===== config.mk =====
export PLATFORM = sky130hd
export DESIGN_NAME = sequencer_top
export DESIGN_NICKNAME = d
export VERILOG_FILES = /design/src/source/isa_pkg.sv /design/src/source/datapath_pkg.sv /design/src/source/cycle_fsm.sv /design/src/source/operation_decode.sv /design/src/source/sequencer_top.sv
export SDC_FILE = /design/constraint.sdc
export NUM_CORES = 1
export LEC_CHECK = 0
export BUFFER_PORTS_ARGS = -buffer_cell sky130_fd_sc_hd__buf_2
export CAP_MARGIN = 20
export CORE_UTILIZATION = 42
export DETAILED_ROUTE_END_ITERATION = 10
export PLACE_DENSITY = 0.84
export REMOVE_ABC_BUFFERS = 1
export SYNTH_ARGS = -nofsm -noshare
export SYNTH_HDL_FRONTEND = slang
export SYNTH_SLANG_ARGS = --single-unit

===== constraint.sdc =====
create_clock -name sys -period 1.8 [get_ports sys]
set_input_delay 0.36 -clock sys [delete_from_list [all_inputs] [get_ports sys]]
set_output_delay 0.36 -clock sys [all_outputs]
set_load 0.03 [all_outputs]

===== src/source/isa_pkg.sv =====
package isa_pkg;

	localparam int STATUS_W = 8;

	// Bit positions in the status byte
	localparam int FLAG_C = 0;
	localparam int FLAG_Z = 1;
	localparam int FLAG_V = 6;
	localparam int FLAG_N = 7;

	typedef enum logic [4:0] {
		OP_NOP,
		OP_LDA, OP_LDX, OP_STA,
		OP_ADC, OP_SBC, OP_CMP,
		OP_AND, OP_ORA, OP_EOR,
		OP_INC, OP_DEC, OP_INX, OP_DEX,
		OP_TAX, OP_TXA,
		OP_SEC, OP_CLC,
		OP_JMP,
		OP_BCC, OP_BCS, OP_BNE, OP_BEQ,
		OP_BPL, OP_BMI, OP_BVC, OP_BVS
	} opcode_t;

	typedef enum logic [2:0] {
		MODE_IMP,	// No operand
		MODE_IMM,
		MODE_ZP,
		MODE_ZPX,
		MODE_ABS,
		MODE_ABX,
		MODE_REL	// Signed branch offset
	} addr_mode_t;

endpackage


===== src/source/datapath_pkg.sv =====
package datapath_pkg;

	localparam int DATA_W = 8;

	// ALU operation for the current cycle
	typedef enum logic [2:0] {
		ALU_TXA,	// Pass A operand
		ALU_TXB,	// Pass B operand
		ALU_ADD,
		ALU_SUB,
		ALU_AND,
		ALU_ORA,
		ALU_EOR
	} alu_func_t;

	typedef enum logic [2:0] {
		A_CON,		// Constant zero
		A_ACC,
		A_X,
		A_DL,
		A_ADH,
		A_PCL,
		A_PCH
	} a_sel_t;

	typedef enum logic [1:0] {
		B_BUS,
		B_CON		// Constant one
	} b_sel_t;

	// Result destinations, more than one may be set
	localparam int DEST_W   = 7;
	localparam int DEST_BUS = 0;
	localparam int DEST_ACC = 1;
	localparam int DEST_X   = 2;
	localparam int DEST_ADL = 3;
	localparam int DEST_ADH = 4;
	localparam int DEST_PCL = 5;
	localparam int DEST_PCH = 6;

endpackage


===== src/source/cycle_fsm.sv =====
module cycle_fsm import isa_pkg::*, datapath_pkg::*; (
	input  logic                sys,
	input  logic                rst_n_i,
	input  logic                bus_rdy_i,
	input  opcode_t             opcode_i,
	input  addr_mode_t          mode_i,
	input  logic [STATUS_W-1:0] status_i,
	input  logic                alu_cout_i,
	input  logic                dl_sign_i,
	output logic                exec_o,
	output logic                seq_we_o,
	output logic                pc_addr_oe_o,
	output logic                ad_addr_oe_o,
	output logic                pc_inc_o,
	output logic                pc_load_o,
	output logic                ins_we_o,
	output alu_func_t           seq_func_o,
	output a_sel_t              seq_a_sel_o,
	output b_sel_t              seq_b_sel_o,
	output logic [DEST_W-1:0]   seq_dest_o,
	output logic                seq_cin_clr_o
);

	typedef enum logic [3:0] {
		S_VEC_L, S_VEC_H, S_FETCH, S_DECODE,
		S_READ_H, S_READ_HP, S_EXECUTE, S_WRITE_BACK,
		S_BRANCH, S_BRANCH_OVF
	} seq_state_t;

	seq_state_t state, state_next;
	logic cout_prev;
	logic branch;

	always_ff @(posedge sys or negedge rst_n_i) begin
		if (!rst_n_i)
			cout_prev <= 1'b0;
		else
			cout_prev <= alu_cout_i;	// Carry of the previous cycle
	end

	always_ff @(posedge sys or negedge rst_n_i) begin
		if (!rst_n_i)
			state <= S_VEC_L;
		else if (bus_rdy_i)
			state <= state_next;
	end

	always_comb begin
		case (opcode_i)
			OP_BCC:  branch = !status_i[FLAG_C];
			OP_BCS:  branch = status_i[FLAG_C];
			OP_BNE:  branch = !status_i[FLAG_Z];
			OP_BEQ:  branch = status_i[FLAG_Z];
			OP_BPL:  branch = !status_i[FLAG_N];
			OP_BMI:  branch = status_i[FLAG_N];
			OP_BVC:  branch = !status_i[FLAG_V];
			OP_BVS:  branch = status_i[FLAG_V];
			default: branch = 1'b0;
		endcase
	end

	always_comb begin
		exec_o = 1'b0;
		seq_we_o = 1'b0;
		pc_addr_oe_o = 1'b0;
		ad_addr_oe_o = 1'b0;
		pc_inc_o = 1'b0;
		pc_load_o = 1'b0;
		ins_we_o = 1'b0;
		seq_func_o = ALU_TXB;
		seq_a_sel_o = A_CON;
		seq_b_sel_o = B_BUS;
		seq_dest_o = '0;
		seq_cin_clr_o = 1'b0;
		state_next = state;

		case (state)
			S_VEC_L: begin
				pc_addr_oe_o = 1'b1;
				pc_inc_o = 1'b1;
				seq_dest_o[DEST_ADL] = 1'b1;	// Vector low byte
				state_next = S_VEC_H;
			end
			S_VEC_H: begin
				pc_addr_oe_o = 1'b1;
				pc_load_o = 1'b1;
				seq_dest_o[DEST_ADH] = 1'b1;
				state_next = S_FETCH;
			end
			S_FETCH: begin
				pc_addr_oe_o = 1'b1;
				pc_inc_o = 1'b1;
				ins_we_o = 1'b1;
				seq_func_o = ALU_TXA;	// Zero into ADH for zero page
				seq_dest_o[DEST_ADH] = 1'b1;
				state_next = S_DECODE;
			end
			S_DECODE: begin
				pc_addr_oe_o = 1'b1;
				pc_inc_o = 1'b1;
				state_next = S_FETCH;
				case (mode_i)
					MODE_IMP: begin
						pc_inc_o = 1'b0;	// No operand byte to skip
						exec_o = 1'b1;
					end
					MODE_IMM: exec_o = 1'b1;
					MODE_ZP: begin
						seq_dest_o[DEST_ADL] = 1'b1;
						state_next = S_EXECUTE;
					end
					MODE_ZPX: begin
						seq_func_o = ALU_ADD;	// X + BUS into ADL, no page carry
						seq_a_sel_o = A_X;
						seq_cin_clr_o = 1'b1;
						seq_dest_o[DEST_ADL] = 1'b1;
						state_next = S_EXECUTE;
					end
					MODE_ABS: begin
						seq_dest_o[DEST_ADL] = 1'b1;
						state_next = S_READ_H;
					end
					MODE_ABX: begin
						seq_func_o = ALU_ADD;
						seq_a_sel_o = A_X;
						seq_cin_clr_o = 1'b1;
						seq_dest_o[DEST_ADL] = 1'b1;
						state_next = S_READ_H;
					end
					MODE_REL: begin
						if (branch) begin
							pc_inc_o = 1'b0;
							seq_func_o = ALU_ADD;	// PCL + offset
							seq_a_sel_o = A_PCL;
							seq_cin_clr_o = 1'b1;
							seq_dest_o[DEST_PCL] = 1'b1;
							state_next = S_BRANCH;
						end
					end
					default: ;
				endcase
			end
			S_READ_H: begin
				pc_addr_oe_o = 1'b1;
				seq_dest_o[DEST_ADH] = 1'b1;
				if (opcode_i == OP_JMP) begin
					pc_load_o = 1'b1;
					state_next = S_FETCH;
				end else begin
					pc_inc_o = 1'b1;
					if (mode_i == MODE_ABX && cout_prev)
						state_next = S_READ_HP;	// Index crossed a page
					else
						state_next = S_EXECUTE;
				end
			end
			S_READ_HP: begin
				ad_addr_oe_o = 1'b1;
				seq_func_o = ALU_ADD;	// ADH + 1
				seq_a_sel_o = A_ADH;
				seq_b_sel_o = B_CON;
				seq_cin_clr_o = 1'b1;
				seq_dest_o[DEST_ADH] = 1'b1;
				state_next = S_EXECUTE;
			end
			S_EXECUTE: begin
				ad_addr_oe_o = 1'b1;
				if (opcode_i == OP_INC || opcode_i == OP_DEC) begin
					state_next = S_WRITE_BACK;	// Operand read into DL first
				end else begin
					exec_o = 1'b1;
					state_next = S_FETCH;
				end
			end
			S_WRITE_BACK: begin
				ad_addr_oe_o = 1'b1;
				exec_o = 1'b1;
				seq_we_o = 1'b1;
				state_next = S_FETCH;
			end
			S_BRANCH: begin
				pc_addr_oe_o = 1'b1;
				seq_func_o = dl_sign_i ? ALU_SUB : ALU_ADD;	// PCH fix for page cross
				seq_a_sel_o = A_PCH;
				seq_b_sel_o = B_CON;
				seq_cin_clr_o = 1'b1;
				if (cout_prev ^ dl_sign_i) begin
					seq_dest_o[DEST_PCH] = 1'b1;
					state_next = S_BRANCH_OVF;
				end else begin
					pc_inc_o = 1'b1;
					state_next = S_FETCH;
				end
			end
			S_BRANCH_OVF: begin
				pc_addr_oe_o = 1'b1;
				pc_inc_o = 1'b1;
				state_next = S_FETCH;
			end
			default: state_next = S_VEC_L;
		endcase
	end

endmodule


===== src/source/operation_decode.sv =====
module operation_decode import isa_pkg::*, datapath_pkg::*; (
	input  opcode_t             opcode_i,
	input  addr_mode_t          mode_i,
	input  logic                exec_i,
	input  logic                seq_we_i,
	input  alu_func_t           seq_func_i,
	input  a_sel_t              seq_a_sel_i,
	input  b_sel_t              seq_b_sel_i,
	input  logic [DEST_W-1:0]   seq_dest_i,
	input  logic                seq_cin_clr_i,
	output logic                bus_we_o,
	output alu_func_t           alu_func_o,
	output a_sel_t              a_sel_o,
	output b_sel_t              b_sel_o,
	output logic [DEST_W-1:0]   dest_o,
	output logic                cin_clr_o,
	output logic [STATUS_W-1:0] flag_mask_o,
	output logic [STATUS_W-1:0] flag_set_o,
	output logic [STATUS_W-1:0] flag_clr_o
);

	localparam logic [STATUS_W-1:0] MASK_NZ   = (STATUS_W'(1) << FLAG_N) | (STATUS_W'(1) << FLAG_Z);
	localparam logic [STATUS_W-1:0] MASK_NZC  = MASK_NZ | (STATUS_W'(1) << FLAG_C);
	localparam logic [STATUS_W-1:0] MASK_NZCV = MASK_NZC | (STATUS_W'(1) << FLAG_V);

	logic op_we;
	logic mem_mode;

	// STA has no register form
	assign mem_mode = (mode_i != MODE_IMP) && (mode_i != MODE_IMM);
	assign bus_we_o = seq_we_i | op_we;

	always_comb begin
		alu_func_o = seq_func_i;
		a_sel_o = seq_a_sel_i;
		b_sel_o = seq_b_sel_i;
		dest_o = seq_dest_i;
		cin_clr_o = seq_cin_clr_i;
		flag_mask_o = '0;
		flag_set_o = '0;
		flag_clr_o = '0;
		op_we = 1'b0;

		if (exec_i) begin
			alu_func_o = ALU_TXB;
			a_sel_o = A_CON;
			b_sel_o = B_BUS;
			dest_o = '0;
			cin_clr_o = 1'b0;
			case (opcode_i)
				OP_LDA, OP_LDX: begin
					dest_o[DEST_ACC] = (opcode_i == OP_LDA);	// BUS into ACC or X
					dest_o[DEST_X] = (opcode_i == OP_LDX);
					flag_mask_o = MASK_NZ;
				end
				OP_STA: begin
					alu_func_o = ALU_TXA;	// ACC onto BUS
					a_sel_o = A_ACC;
					dest_o[DEST_BUS] = 1'b1;
					op_we = mem_mode;
				end
				OP_ADC, OP_SBC: begin
					alu_func_o = (opcode_i == OP_ADC) ? ALU_ADD : ALU_SUB;	// Carry in from C
					a_sel_o = A_ACC;
					dest_o[DEST_ACC] = 1'b1;
					flag_mask_o = MASK_NZCV;
				end
				OP_CMP: begin
					alu_func_o = ALU_SUB;	// Flags only
					a_sel_o = A_ACC;
					cin_clr_o = 1'b1;
					flag_mask_o = MASK_NZC;
				end
				OP_AND, OP_ORA, OP_EOR: begin
					case (opcode_i)
						OP_AND:  alu_func_o = ALU_AND;
						OP_ORA:  alu_func_o = ALU_ORA;
						default: alu_func_o = ALU_EOR;
					endcase
					a_sel_o = A_ACC;
					dest_o[DEST_ACC] = 1'b1;
					flag_mask_o = MASK_NZ;
				end
				OP_INC, OP_DEC: begin
					alu_func_o = (opcode_i == OP_INC) ? ALU_ADD : ALU_SUB;	// DL +/- 1
					a_sel_o = A_DL;
					b_sel_o = B_CON;
					cin_clr_o = 1'b1;
					dest_o[DEST_BUS] = 1'b1;
					flag_mask_o = MASK_NZ;
				end
				OP_INX, OP_DEX: begin
					alu_func_o = (opcode_i == OP_INX) ? ALU_ADD : ALU_SUB;
					a_sel_o = A_X;
					b_sel_o = B_CON;
					cin_clr_o = 1'b1;
					dest_o[DEST_X] = 1'b1;
					flag_mask_o = MASK_NZ;
				end
				OP_TAX: begin
					alu_func_o = ALU_TXA;
					a_sel_o = A_ACC;
					dest_o[DEST_X] = 1'b1;
					flag_mask_o = MASK_NZ;
				end
				OP_TXA: begin
					alu_func_o = ALU_TXA;
					a_sel_o = A_X;
					dest_o[DEST_ACC] = 1'b1;
					flag_mask_o = MASK_NZ;
				end
				OP_SEC: flag_set_o[FLAG_C] = 1'b1;
				OP_CLC: flag_clr_o[FLAG_C] = 1'b1;
				default: ;	// JMP, branches and NOP do nothing here
			endcase
		end
	end

endmodule


===== src/source/sequencer_top.sv =====
module sequencer_top import isa_pkg::*, datapath_pkg::*; (
	input  logic                sys,
	input  logic                rst_n_i,
	input  logic                bus_rdy_i,
	input  opcode_t             opcode_i,
	input  addr_mode_t          mode_i,
	input  logic [STATUS_W-1:0] status_i,
	input  logic                alu_cout_i,
	input  logic                dl_sign_i,
	output logic                exec_o,
	output logic                bus_we_o,
	output logic                pc_addr_oe_o,
	output logic                ad_addr_oe_o,
	output logic                pc_inc_o,
	output logic                pc_load_o,
	output logic                ins_we_o,
	output alu_func_t           alu_func_o,
	output a_sel_t              a_sel_o,
	output b_sel_t              b_sel_o,
	output logic [DEST_W-1:0]   dest_o,
	output logic                cin_clr_o,
	output logic [STATUS_W-1:0] flag_mask_o,
	output logic [STATUS_W-1:0] flag_set_o,
	output logic [STATUS_W-1:0] flag_clr_o
);

	// Address phase fields from the FSM
	logic              seq_we;
	alu_func_t         seq_func;
	a_sel_t            seq_a_sel;
	b_sel_t            seq_b_sel;
	logic [DEST_W-1:0] seq_dest;
	logic              seq_cin_clr;

	cycle_fsm u_cycle_fsm (
		.sys(sys), .rst_n_i(rst_n_i), .bus_rdy_i(bus_rdy_i),
		.opcode_i(opcode_i), .mode_i(mode_i), .status_i(status_i),
		.alu_cout_i(alu_cout_i), .dl_sign_i(dl_sign_i),
		.exec_o(exec_o), .seq_we_o(seq_we),
		.pc_addr_oe_o(pc_addr_oe_o), .ad_addr_oe_o(ad_addr_oe_o),
		.pc_inc_o(pc_inc_o), .pc_load_o(pc_load_o), .ins_we_o(ins_we_o),
		.seq_func_o(seq_func), .seq_a_sel_o(seq_a_sel), .seq_b_sel_o(seq_b_sel),
		.seq_dest_o(seq_dest), .seq_cin_clr_o(seq_cin_clr)
	);

	operation_decode u_operation_decode (
		.opcode_i(opcode_i), .mode_i(mode_i), .exec_i(exec_o), .seq_we_i(seq_we),
		.seq_func_i(seq_func), .seq_a_sel_i(seq_a_sel), .seq_b_sel_i(seq_b_sel),
		.seq_dest_i(seq_dest), .seq_cin_clr_i(seq_cin_clr),
		.bus_we_o(bus_we_o), .alu_func_o(alu_func_o), .a_sel_o(a_sel_o),
		.b_sel_o(b_sel_o), .dest_o(dest_o), .cin_clr_o(cin_clr_o),
		.flag_mask_o(flag_mask_o), .flag_set_o(flag_set_o), .flag_clr_o(flag_clr_o)
	);

endmodule


After elaboration in Yosys (flattened, before gate mapping)

Index checks and enable logic that the tools add are counted.

Add/sub/neg operators: 0
$mul: 0
Divide/modulo/power cells: 0
Order comparisons: 0
Eq/ne operators: 42
Shift operators: 0
Mux-type cells: 64
Bitwise operators: 2
Reduce and logical (&&, ||, !) cells: 35

Operators with widths:

| kind                 | count |
|---|---|
| $eq A5 B5 Y1 const B | 11 |
| $eq A5 B4 Y1 const B | 8 |
| $mux W1              | 32 |
| $pmux W4 S8          | 1 |
| $pmux W8 S3          | 1 |
| $reduce_or A3 Y1     | 8 |
| $eq A5 B3 Y1 const B | 4 |
| $pmux W3 S6          | 1 |
| $reduce_or A2 Y1     | 9 |
| $eq A4 B3 Y1 const B | 4 |
| $pmux W1 S2          | 7 |
| $mux W3              | 4 |
| $mux W4              | 3 |
| $pmux W3 S2          | 2 |
| $pmux W3 S4          | 1 |
| $pmux W4 S3          | 1 |
| $reduce_or A4 Y1     | 3 |
| $reduce_or A11 Y1    | 1 |
| $eq A5 B2 Y1 const B | 2 |
| $eq A3 B3 Y1 const B | 3 |
| $pmux W3 S3          | 1 |
| $eq A4 B2 Y1 const B | 2 |
| $eq A4 B4 Y1 const B | 2 |
| $mux W8              | 1 |
| other kinds (24)     | 31 |

Register bits: 5
Latch bits: 0
Memory bits (writable): 0
Memory bits (read-only): 0
Output and inout port bits: 47
Memories: 0

Logic depth before layout (Yosys ltp)

Gate-level depths: netlist (run 1).

Depth after elaboration: 6
Gate-level depth with buffers: 7

Modules after synthesis

From an unflattened synthesis (run 1), not the netlist that was laid out.

Cell total of the unflattened synthesis: 201
Area, all modules: 1436.4 µm²

By module, submodules not included:

| module           | times used | cells each | area an instance (µm²) | seq. area each (µm²) |
|---|---|---|---|---|
| cycle_fsm        | 1          | 115        | 847.1                  | 125.1 |
| operation_decode | 1          | 86         | 589.3                  | 0.0 |

Worst setup path before layout (run 1)

OpenSTA, ideal clock, no wires.

Kind: register to output
Start point: register u_cycle_fsm.state[3]
End point: output port flag_clr_o[0]
Data arrival time: 2300 ps
Required time: 1440 ps
Path slack: -860 ps
Stages on the path, launching flop included: 6
Path buffers: 1
Path through: dfrtp_1 -> clkbuf_1 -> nand4bb_1 -> o32ai_2 -> nand3_1 -> nor3b_1

Word-level cells in the longest chain between the ends: 3

RTL lines:

| what                                                | RTL line               | text |
|---|---|---|
| from (decl)                                         | cycle_fsm.sv:30        | `seq_state_t state, state_next;` |
| from (signal assigned)                              | cycle_fsm.sv:45        | `state <= state_next;` |
| $eq A4 B3 Y1 / $eq A4 B2 Y1 (equally long branches) | cycle_fsm.sv:77        | `case (state)` |
| $pmux W1 S3 *                                       | cycle_fsm.sv:77        |  |
| named net exec_o                                    | sequencer_top.sv:10    | `output logic exec_o,` |
| $mux W1 *                                           | operation_decode.sv:44 | `if (exec_i) begin` |
| to (decl)                                           | sequencer_top.sv:24    | `output logic [STATUS_W-1:0] flag_clr_o` |

Mark *: on every way through the listed nets, which the timed path passes. The rest lies on a longest branch.

Final worst setup path (run 1)

Start point: register u_cycle_fsm.state[0]
End point: output port alu_func_o[0]

Word-level cells in the longest chain between the ends: 3

RTL lines:

| what                                              | RTL line               | text |
|---|---|---|
| $eq A4 B4 Y1 (tied with other cells)              | cycle_fsm.sv:77        |  |
| $pmux W3 S4 / $pmux W1 S3 (equally long branches) | cycle_fsm.sv:77        |  |
| $mux W3 *                                         | operation_decode.sv:44 |  |
| to (decl)                                         | sequencer_top.sv:17    | `output alu_func_t alu_func_o,` |

Every way passes the cells marked *; elsewhere a longest branch is shown, timed or not.

==> impl_metrics.py, run 1 <==
metrics = {
    "global_routing": {
        "met3_usage_pct": 3.52,
        "grt-busiest-layer": "met2",
        "use_met2_pct": 57.6,
        "grtUsageMet1_pct": 42.9,
        "grt_max_degree": 17,
        "grt_pass1_vias": 1906,
        "overflow": 0,
        "grtUsageTotal_pct": 34.0,
        "grt_pass1_wl_mm": 9.00,
        "antenna_found_initial": 0,
    },
    "floorplan": {
        "initial_core_util_pct": 44.1,
        "die_w_um": 58.6,
        "die_h_um": 58.6,
        "pin_count": 68,
        "dieArea_um2": 3430,
        "num_rows": 20,
        "core-area_um2": 3050,
    },
    "timing": {
        "fin_ws_ps": -525,
        "rsz0062_at_grt": "true",
        "fmax_mhz": 430,
        "maxSlewViolCount": 0,
        "fin_worst_skew_ps": 8.23,
        "period_share_pct": 129,
        "hold_violations": 0,
        "min_period_ps": 2320,
        "setup_viol": 29,
    },
    "synthesis": {
        "syn_area_per_cell_um2": 6.56,
        "synthTopCellsByArea": "buf_4 11%, dfrtp_1 9.3%, nor2_1 6.1%",
        "synth_compound_area_share_pct": 24.7,
        "synth_area_um2": 1350,
        "synthCells": 205,
        "yosysSeqAreaShare_pct": 9.30,
        "synth-adder-area-share_pct": 0,
        "synth_warnings": 0,
        "synthMuxAreaShare_pct": 3.44,
        "synth_ff_type": "dfrtp_1",
        "synth_top_cell_by_area": "buf_4",
        "synth-seq-cells": 5,
        "synthSimpleGateAreaFrac_pct": 37.7,
        "synth-xor-area-share_pct": 5.21,
        "synth_edf_count": 0,
        "yosysTopAreaCellShare_pct": 11.2,
        "yosys.cell_types.count": 52,
        "async_flop_share_pct": 100,
        "synth_top_family_by_area": "simple AND/OR/NAND/NOR gates",
    },
    "placed_design": {
        "post-place-ws_ps": -534,
        "place.detailed.hpwl_mm": 3.36,
        "globalplace.congestion": 0.935,
        "io_buffers": 44,
    },
    "worst_setup_path": {
        "path_max_fanout": 5,
        "cp-startpoint": "u_cycle_fsm.state[0]",
        "reg2regPathDepth": 12,
        "cp-start-kind": "register",
        "crit_type": "register to output port",
        "end_kind": "output port",
        "r2r_setup_slack_ps": -110,
        "reg2reg_from": "u_cycle_fsm.state[0]",
        "cp_data_required_time_ps": 1440,
        "worstPathArrival_ps": 1960,
        "reg2reg_to": "u_cycle_fsm.state[3]",
    },
    "clock_network": {
        "cts_tree": "built",
        "cts_buffers": 3,
        "clk_path_buf_depth": 2,
        "clk_pin_slew_ps": 50,
        "ctsHtreeMaxLevel": 1,
        "clkSinkCount": 5,
        "cts-root-buf": "clkbuf_4",
        "clk_latency_ps": 240,
    },
    "route": {
        "wire_per_inst_um": 19.2,
        "dr.pass1.iters": 7,
        "drc": 0,
        "viasPerCell": 6.00,
        "drt-total-wl_mm": 6.75,
        "ant_nets": 0,
        "drt_iter0_drc": 248,
        "vias": 2107,
    },
    "hold_path": {
        "hold_end": "u_cycle_fsm.cout_prev",
        "worstHoldStart": "alu_cout_i",
        "hp-class": "input port to register",
        "whs_path_depth": 1,
    },
    "cells_and_area": {
        "final_cell_mix": "65 x buf_4, 36 x buf_6, 19 x conb_1, 16 x nor2_1, 15 x nand2_1",
        "drive_gt1_share_pct": 59.3,
        "post-route-util_pct": 86.4,
        "final_common_cell": "buf_4",
        "fillers": 157,
        "fin_nets": 329,
        "num_antenna_cells": 0,
        "area_growth_pct": 96.2,
    },
    "power": {
        "finalPower_mw": 2.96,
        "power_density_nw_per_um2": 1120,
        "ir_worst_vdd_uv": 832,
        "power.leakage_nw": 1.17,
    },
    "status": {
        "outcome": "finished, violations left",
        "violations": "setup timing",
    },
    "run": {
        "drv_cap": 0,
    },
}
[layout make-up]
cell class,count,area [um2],share of cell area [%]
Clock buffer,4,26.3,0.996
Inverter,5,21.3,0.806
Multi-Input combinational cell,173,1360,51.5
Sequential cell,5,129,4.88
Tap cell,44,55.1,2.09
Timing Repair Buffer,120,1050,39.7
[worst max-delay path, cell delays in order (launching register included)]
cell and delay (ps):
dfrtp_2 440, buf_12 130, nand4bb_4 140, o32ai_4 250, nand2_2 140, buf_6 140
o211ai_1 200, o21ai_1 100, buf_4 180
[flip-flops by register name, summed over array words and instances, names as in the netlist]
signal and flops:
u_cycle_fsm.cout_prev 1, u_cycle_fsm.state 4
[layer usage]
metal,up-vias,wire [um]
met3,46,648
met2,178,3160
met1,988,2540
met4,0,391
met5,-,0
li1,895,-
[timing repair]
| item | CTS | global route |
|---|---|---|
| endpoints found under the setup margin | 26 | 28 |
| hold buffers | 1 | 0 |
| setup buffers | 12 | 9 |
| hold endpoints to repair | 5 | 0 |
| resized for setup | 103 | 44 |
| pin swaps | 29 | 23 |
| gates cloned | 0 | 0 |
[kinds of logic (layout without fill, tap and decap cells)]
family,Yosys count,in the layout
mux,4,4
simple gates,91,91
xor+xnor,8,8
compound gates,51,51
other cells,1,19
buf+inv,45,129
flops,5,5
[Yosys cell counts (2+ instances only)]
library cell  count
buf_4            20
nor3_1            9
nand4bb_1         3
or3_1             2
nor3b_1           4
inv_1             3
nand2_1          20
o221ai_1          2
a31oi_1           3
o31ai_1           2
nand4b_1          3
mux2i_1           2
xor2_1            3
nor2b_1           5
nor2_1           22
xnor2_1           5
o32ai_2           2
or2_1             2
dfrtp_1           5
o22ai_1           6
clkbuf_1         10
buf_1             2
nand2b_1          5
a21oi_1          13
buf_2             7
inv_2             2
nand3_1           5
o21ai_1           5
o21ai_0          10
[power breakdown]
group          total (mW)  switching [mW]  internal (mW)
registers           0.213          0.0648          0.148
logic                2.62            1.42           1.19
clock network       0.130          0.0460         0.0838
[worst max path at each step]
| stage | endpoint | slack [ps] |
|---|---|---|
| 2_1_floorplan | flag_clr_o[0] | -920 |
| 5_1_grt | alu_func_o[0] | -610 |
| 3_3_place_gp | cin_clr_o | -410 |
| 6_report | alu_func_o[0] | -520 |
| 3_5_place_dp | a_sel_o[0] | -530 |
| 4_1_cts | a_sel_o[0] | -460 |
[through the flow]
stage	instances	hold WS, ps	instance area [um2]	setup TNS (ps)
2_1_floorplan	183	64.4	1170	-10060
3_3_place_gp	330	175	1900	-4870
3_5_place_dp	330	176	1900	-5850
4_1_cts	344	225	2410	-7030
5_1_grt	351	224	2640	-11290
6_report	351	229	2640	-9800
(Power assumes the default switching activity.)
==> run 2, diff against run 1 <==
Settings changed: CORE_UTILIZATION 42 to 43, SYNTH_HIERARCHICAL set to 1.
==> run 2 against run 1 <==
Maximum frequency shrank 2.5%. Combinational power shrank 2%. Largest power group unchanged. Sequential cell count is the same. Critical endpoint is now cin_clr_o. Clock power grew 6%. Hold slack lost 14 ps. Worst setup slack lost 58 ps. The run still ends with setup timing left.
==> impl_metrics.py, run 2 <==
metrics = {
    "status": {
        "outcome": "finished, violations left",
        "violations": "setup timing",
    },
    "synthesis": {
        "synth_warnings": 6,
        "synthTopCellsByCount": "26 x buf_4, 20 x nor2_1, 12 x inv_1, 10 x nor2b_1",
        "yosys.cell_types.count": 62,
        "yosysTopAreaCellShare_pct": 13.6,
        "synth.most_common_cell": "buf_4",
        "synth_area_um2": 1440,
        "synth-seq-cells": 5,
        "syn_area_per_cell_um2": 7.15,
        "synth_ff_type": "dfrtp_1",
        "yosysSeqAreaShare_pct": 8.71,
        "synth_top_cell_by_area": "buf_4",
        "async_flop_share_pct": 100,
        "synthTopCellsByArea": "buf_4 14%, dfrtp_1 8.7%, nor2_1 5.2%",
        "synth_edf_count": 0,
        "synthCells": 201,
    },
    "route": {
        "viasPerCell": 5.65,
        "drt-total-wl_mm": 5.28,
        "vias": 1842,
        "ant_nets": 0,
        "drt_iter0_drc": 114,
        "wire_per_inst_um": 16.2,
        "drc": 0,
        "dr.pass1.iters": 4,
    },
    "floorplan": {
        "core-area_um2": 3100,
        "dieArea_um2": 3580,
        "die_w_um": 59.8,
        "initial_core_util_pct": 46.3,
        "num_rows": 20,
        "die_h_um": 59.8,
        "pin_count": 68,
    },
    "global_routing": {
        "antenna_found_initial": 0,
        "grt_max_degree": 18,
        "grt_pass1_vias": 1707,
        "grtUsageTotal_pct": 30.9,
        "grt_pass1_wl_mm": 8.17,
        "overflow": 0,
    },
    "cells_and_area": {
        "fin_nets": 304,
        "drive_gt1_share_pct": 50.0,
        "area_growth_pct": 60.8,
        "largest_register_ffs": 4,
        "final_common_cell": "buf_4",
        "num_antenna_cells": 0,
        "post-route-util_pct": 74.4,
        "final_cell_mix": "53 x buf_4, 23 x conb_1, 19 x buf_6, 15 x nor2_1, 14 x buf_2",
        "regMostFlops": "u_cycle_fsm/state",
        "reg_top3": "u_cycle_fsm/state: 4 flops, u_cycle_fsm/cout_prev: 1 flops",
        "layoutNonFillerInstCount": 326,
    },
    "hold_path": {
        "hp-class": "input port to register",
    },
    "placed_design": {
        "dp.cells": 317,
        "io_buffers": 44,
        "globalplace.congestion": 0.963,
        "post-place-ws_ps": -588,
        "place.detailed.hpwl_mm": 3.22,
    },
    "clock_network": {
        "ctsHtreeMaxLevel": 1,
        "cts_tree": "built",
        "clk_latency_ps": 250,
        "clk_path_buf_depth": 2,
        "cts-root-buf": "clkbuf_4",
        "cts_buffers": 3,
        "clkSinkCount": 5,
        "clk_pin_slew_ps": 40,
    },
    "timing": {
        "fmax_mhz": 420,
        "fin_worst_skew_ps": 0.934,
        "setup_viol": 25,
        "relSlewSlack_pct": 61.3,
        "min_period_ps": 2380,
        "hold_violations": 0,
        "worst_pin_slew_ps": 579,
        "hold_ws_ps": 215,
        "maxSlewViolCount": 0,
        "fin_ws_ps": -583,
        "rsz0062_at_grt": "true",
        "period_share_pct": 132,
    },
    "power": {
        "power.share.sequential_pct": 6.2,
        "p_sw_mw": 1.56,
        "p_sw_share_pct": 53.9,
        "power.leakage_nw": 1.07,
        "power.internal_mw": 1.33,
        "ir_worst_vdd_uv": 658,
        "combPwrFrac_pct": 89.0,
        "power_density_nw_per_um2": 1250,
        "clkPwrFrac_pct": 4.8,
        "finalPower_mw": 2.89,
    },
    "worst_setup_path": {
        "crit_type": "input port to output port",
        "crit_family": "compound AO/OA/AOI/OAI gates",
        "path_max_fanout": 4,
        "critPathMaxStageDelay_ps": 370,
        "critical_path_buf_inv_count": 3,
        "cp_data_required_time_ps": 1440,
        "slowest_stage": "a211o_4",
        "worstPathArrival_ps": 2020,
        "cp-start-kind": "input port",
        "end_kind": "output port",
        "cp_cell_sequence": "buf_8, and2b_4, a22oi_2, a211o_4, a21oi_4, a211o_1, inv_1, o22ai_1, buf_4",
    },
    "run": {
        "drv_cap": 0,
    },
}
## run 2: cell types whose count changed after synthesis, sizes merged, moves of 3 or more
cell	delta
a21oi	-3
a31oi	-3
buf	+4
clkbuf	-7
inv	+7
nand2	-10
nand4bb	-3
nor2	-3
nor2b	+5
nor3b	-3
o21ai	-6
o2bb2ai	+4
## run 2: cells by family (layout without fill, tap and decap cells)
group	count (synthesis)	after routing	synth area share (%)
AO/OA/AOI/OAI	59	59	34.7
XOR/XNOR	4	4	2.44
buffers and inverters	49	109	20.6
flip-flops	5	5	8.71
multiplexers	3	3	2.35
other	2	23	0.523
AND/OR/NAND/NOR	79	79	30.7
## run 2: through the flow
| step | setup TNS (ps) | cell area (um2) |
|---|---|---|
| 2_1_floorplan | -23040 | 1260 |
| 3_3_place_gp | -10440 | 1870 |
| 3_5_place_dp | -11360 | 1870 |
| 4_1_cts | -8890 | 2210 |
| 5_1_grt | -12550 | 2310 |
| 6_report | -10150 | 2310 |
## run 2: layout make-up
cell class              instances  area [um2]
multi-input cells             168        1280
fillers                       223         793
repair buffers                 93         779
flip-flops and latches          5         125
well taps                      44        55.1
inverters                      12        45.0
clock buffers                   4        26.3
## run 2: worst paths after layout
check | startpoint | endpoint | slack [ps] | cells after the start
worst max-delay path | opcode_i[2] | cin_clr_o | -580 | 9
worst min-delay path | alu_cout_i | u_cycle_fsm/cout_prev | 220 | 1
worst max register to register | u_cycle_fsm/state[0] | u_cycle_fsm/state[0] | 40 | 6
worst min register to register | u_cycle_fsm/state[3] | u_cycle_fsm/state[2] | 650 | 2
max in group asynchronous | rst_n_i | u_cycle_fsm/cout_prev | 1220 | 2
min in group asynchronous | rst_n_i | u_cycle_fsm/state[3] | 450 | 2
## run 2: metal layers
metal	share of wire [%]	routed length [um]	global-route usage, %
met3	6.8	357	6.28
met5	0	0	0
met4	3.4	181	15.3
met1	39	2030	35.6
met2	51	2700	53.7
## run 2: what timing repair did
action                     4_1_cts  5_1_grt
hold buffers                     1        0
cloned                           0        0
gates resized for setup         80       23
setup buffers                    1        3
setup endpoints to repair       26       29
hold endpoints to repair         5        0
pin swaps                       13        4
## run 2: power groups by stage
| stage | clock [mW] | sequential [mW] | combinational (mW) |
|---|---|---|---|
| 2_1_floorplan | 0 | 0.251 | 1.19 |
| 3_3_place_gp | 0 | 0.174 | 2.00 |
| 3_5_place_dp | 0 | 0.173 | 2.01 |
| 4_1_cts | 0.144 | 0.175 | 2.39 |
| 5_1_grt | 0.159 | 0.185 | 2.72 |
| 6_report | 0.138 | 0.181 | 2.58 |
## run 2: worst register-to-register path, stage by stage, from the launching register on
cell and delay (ps):
dfrtp_1 430, buf_6 180, or2_4 280, buf_6 120
or3_4 380, a211oi_2 180, a221o_1 130
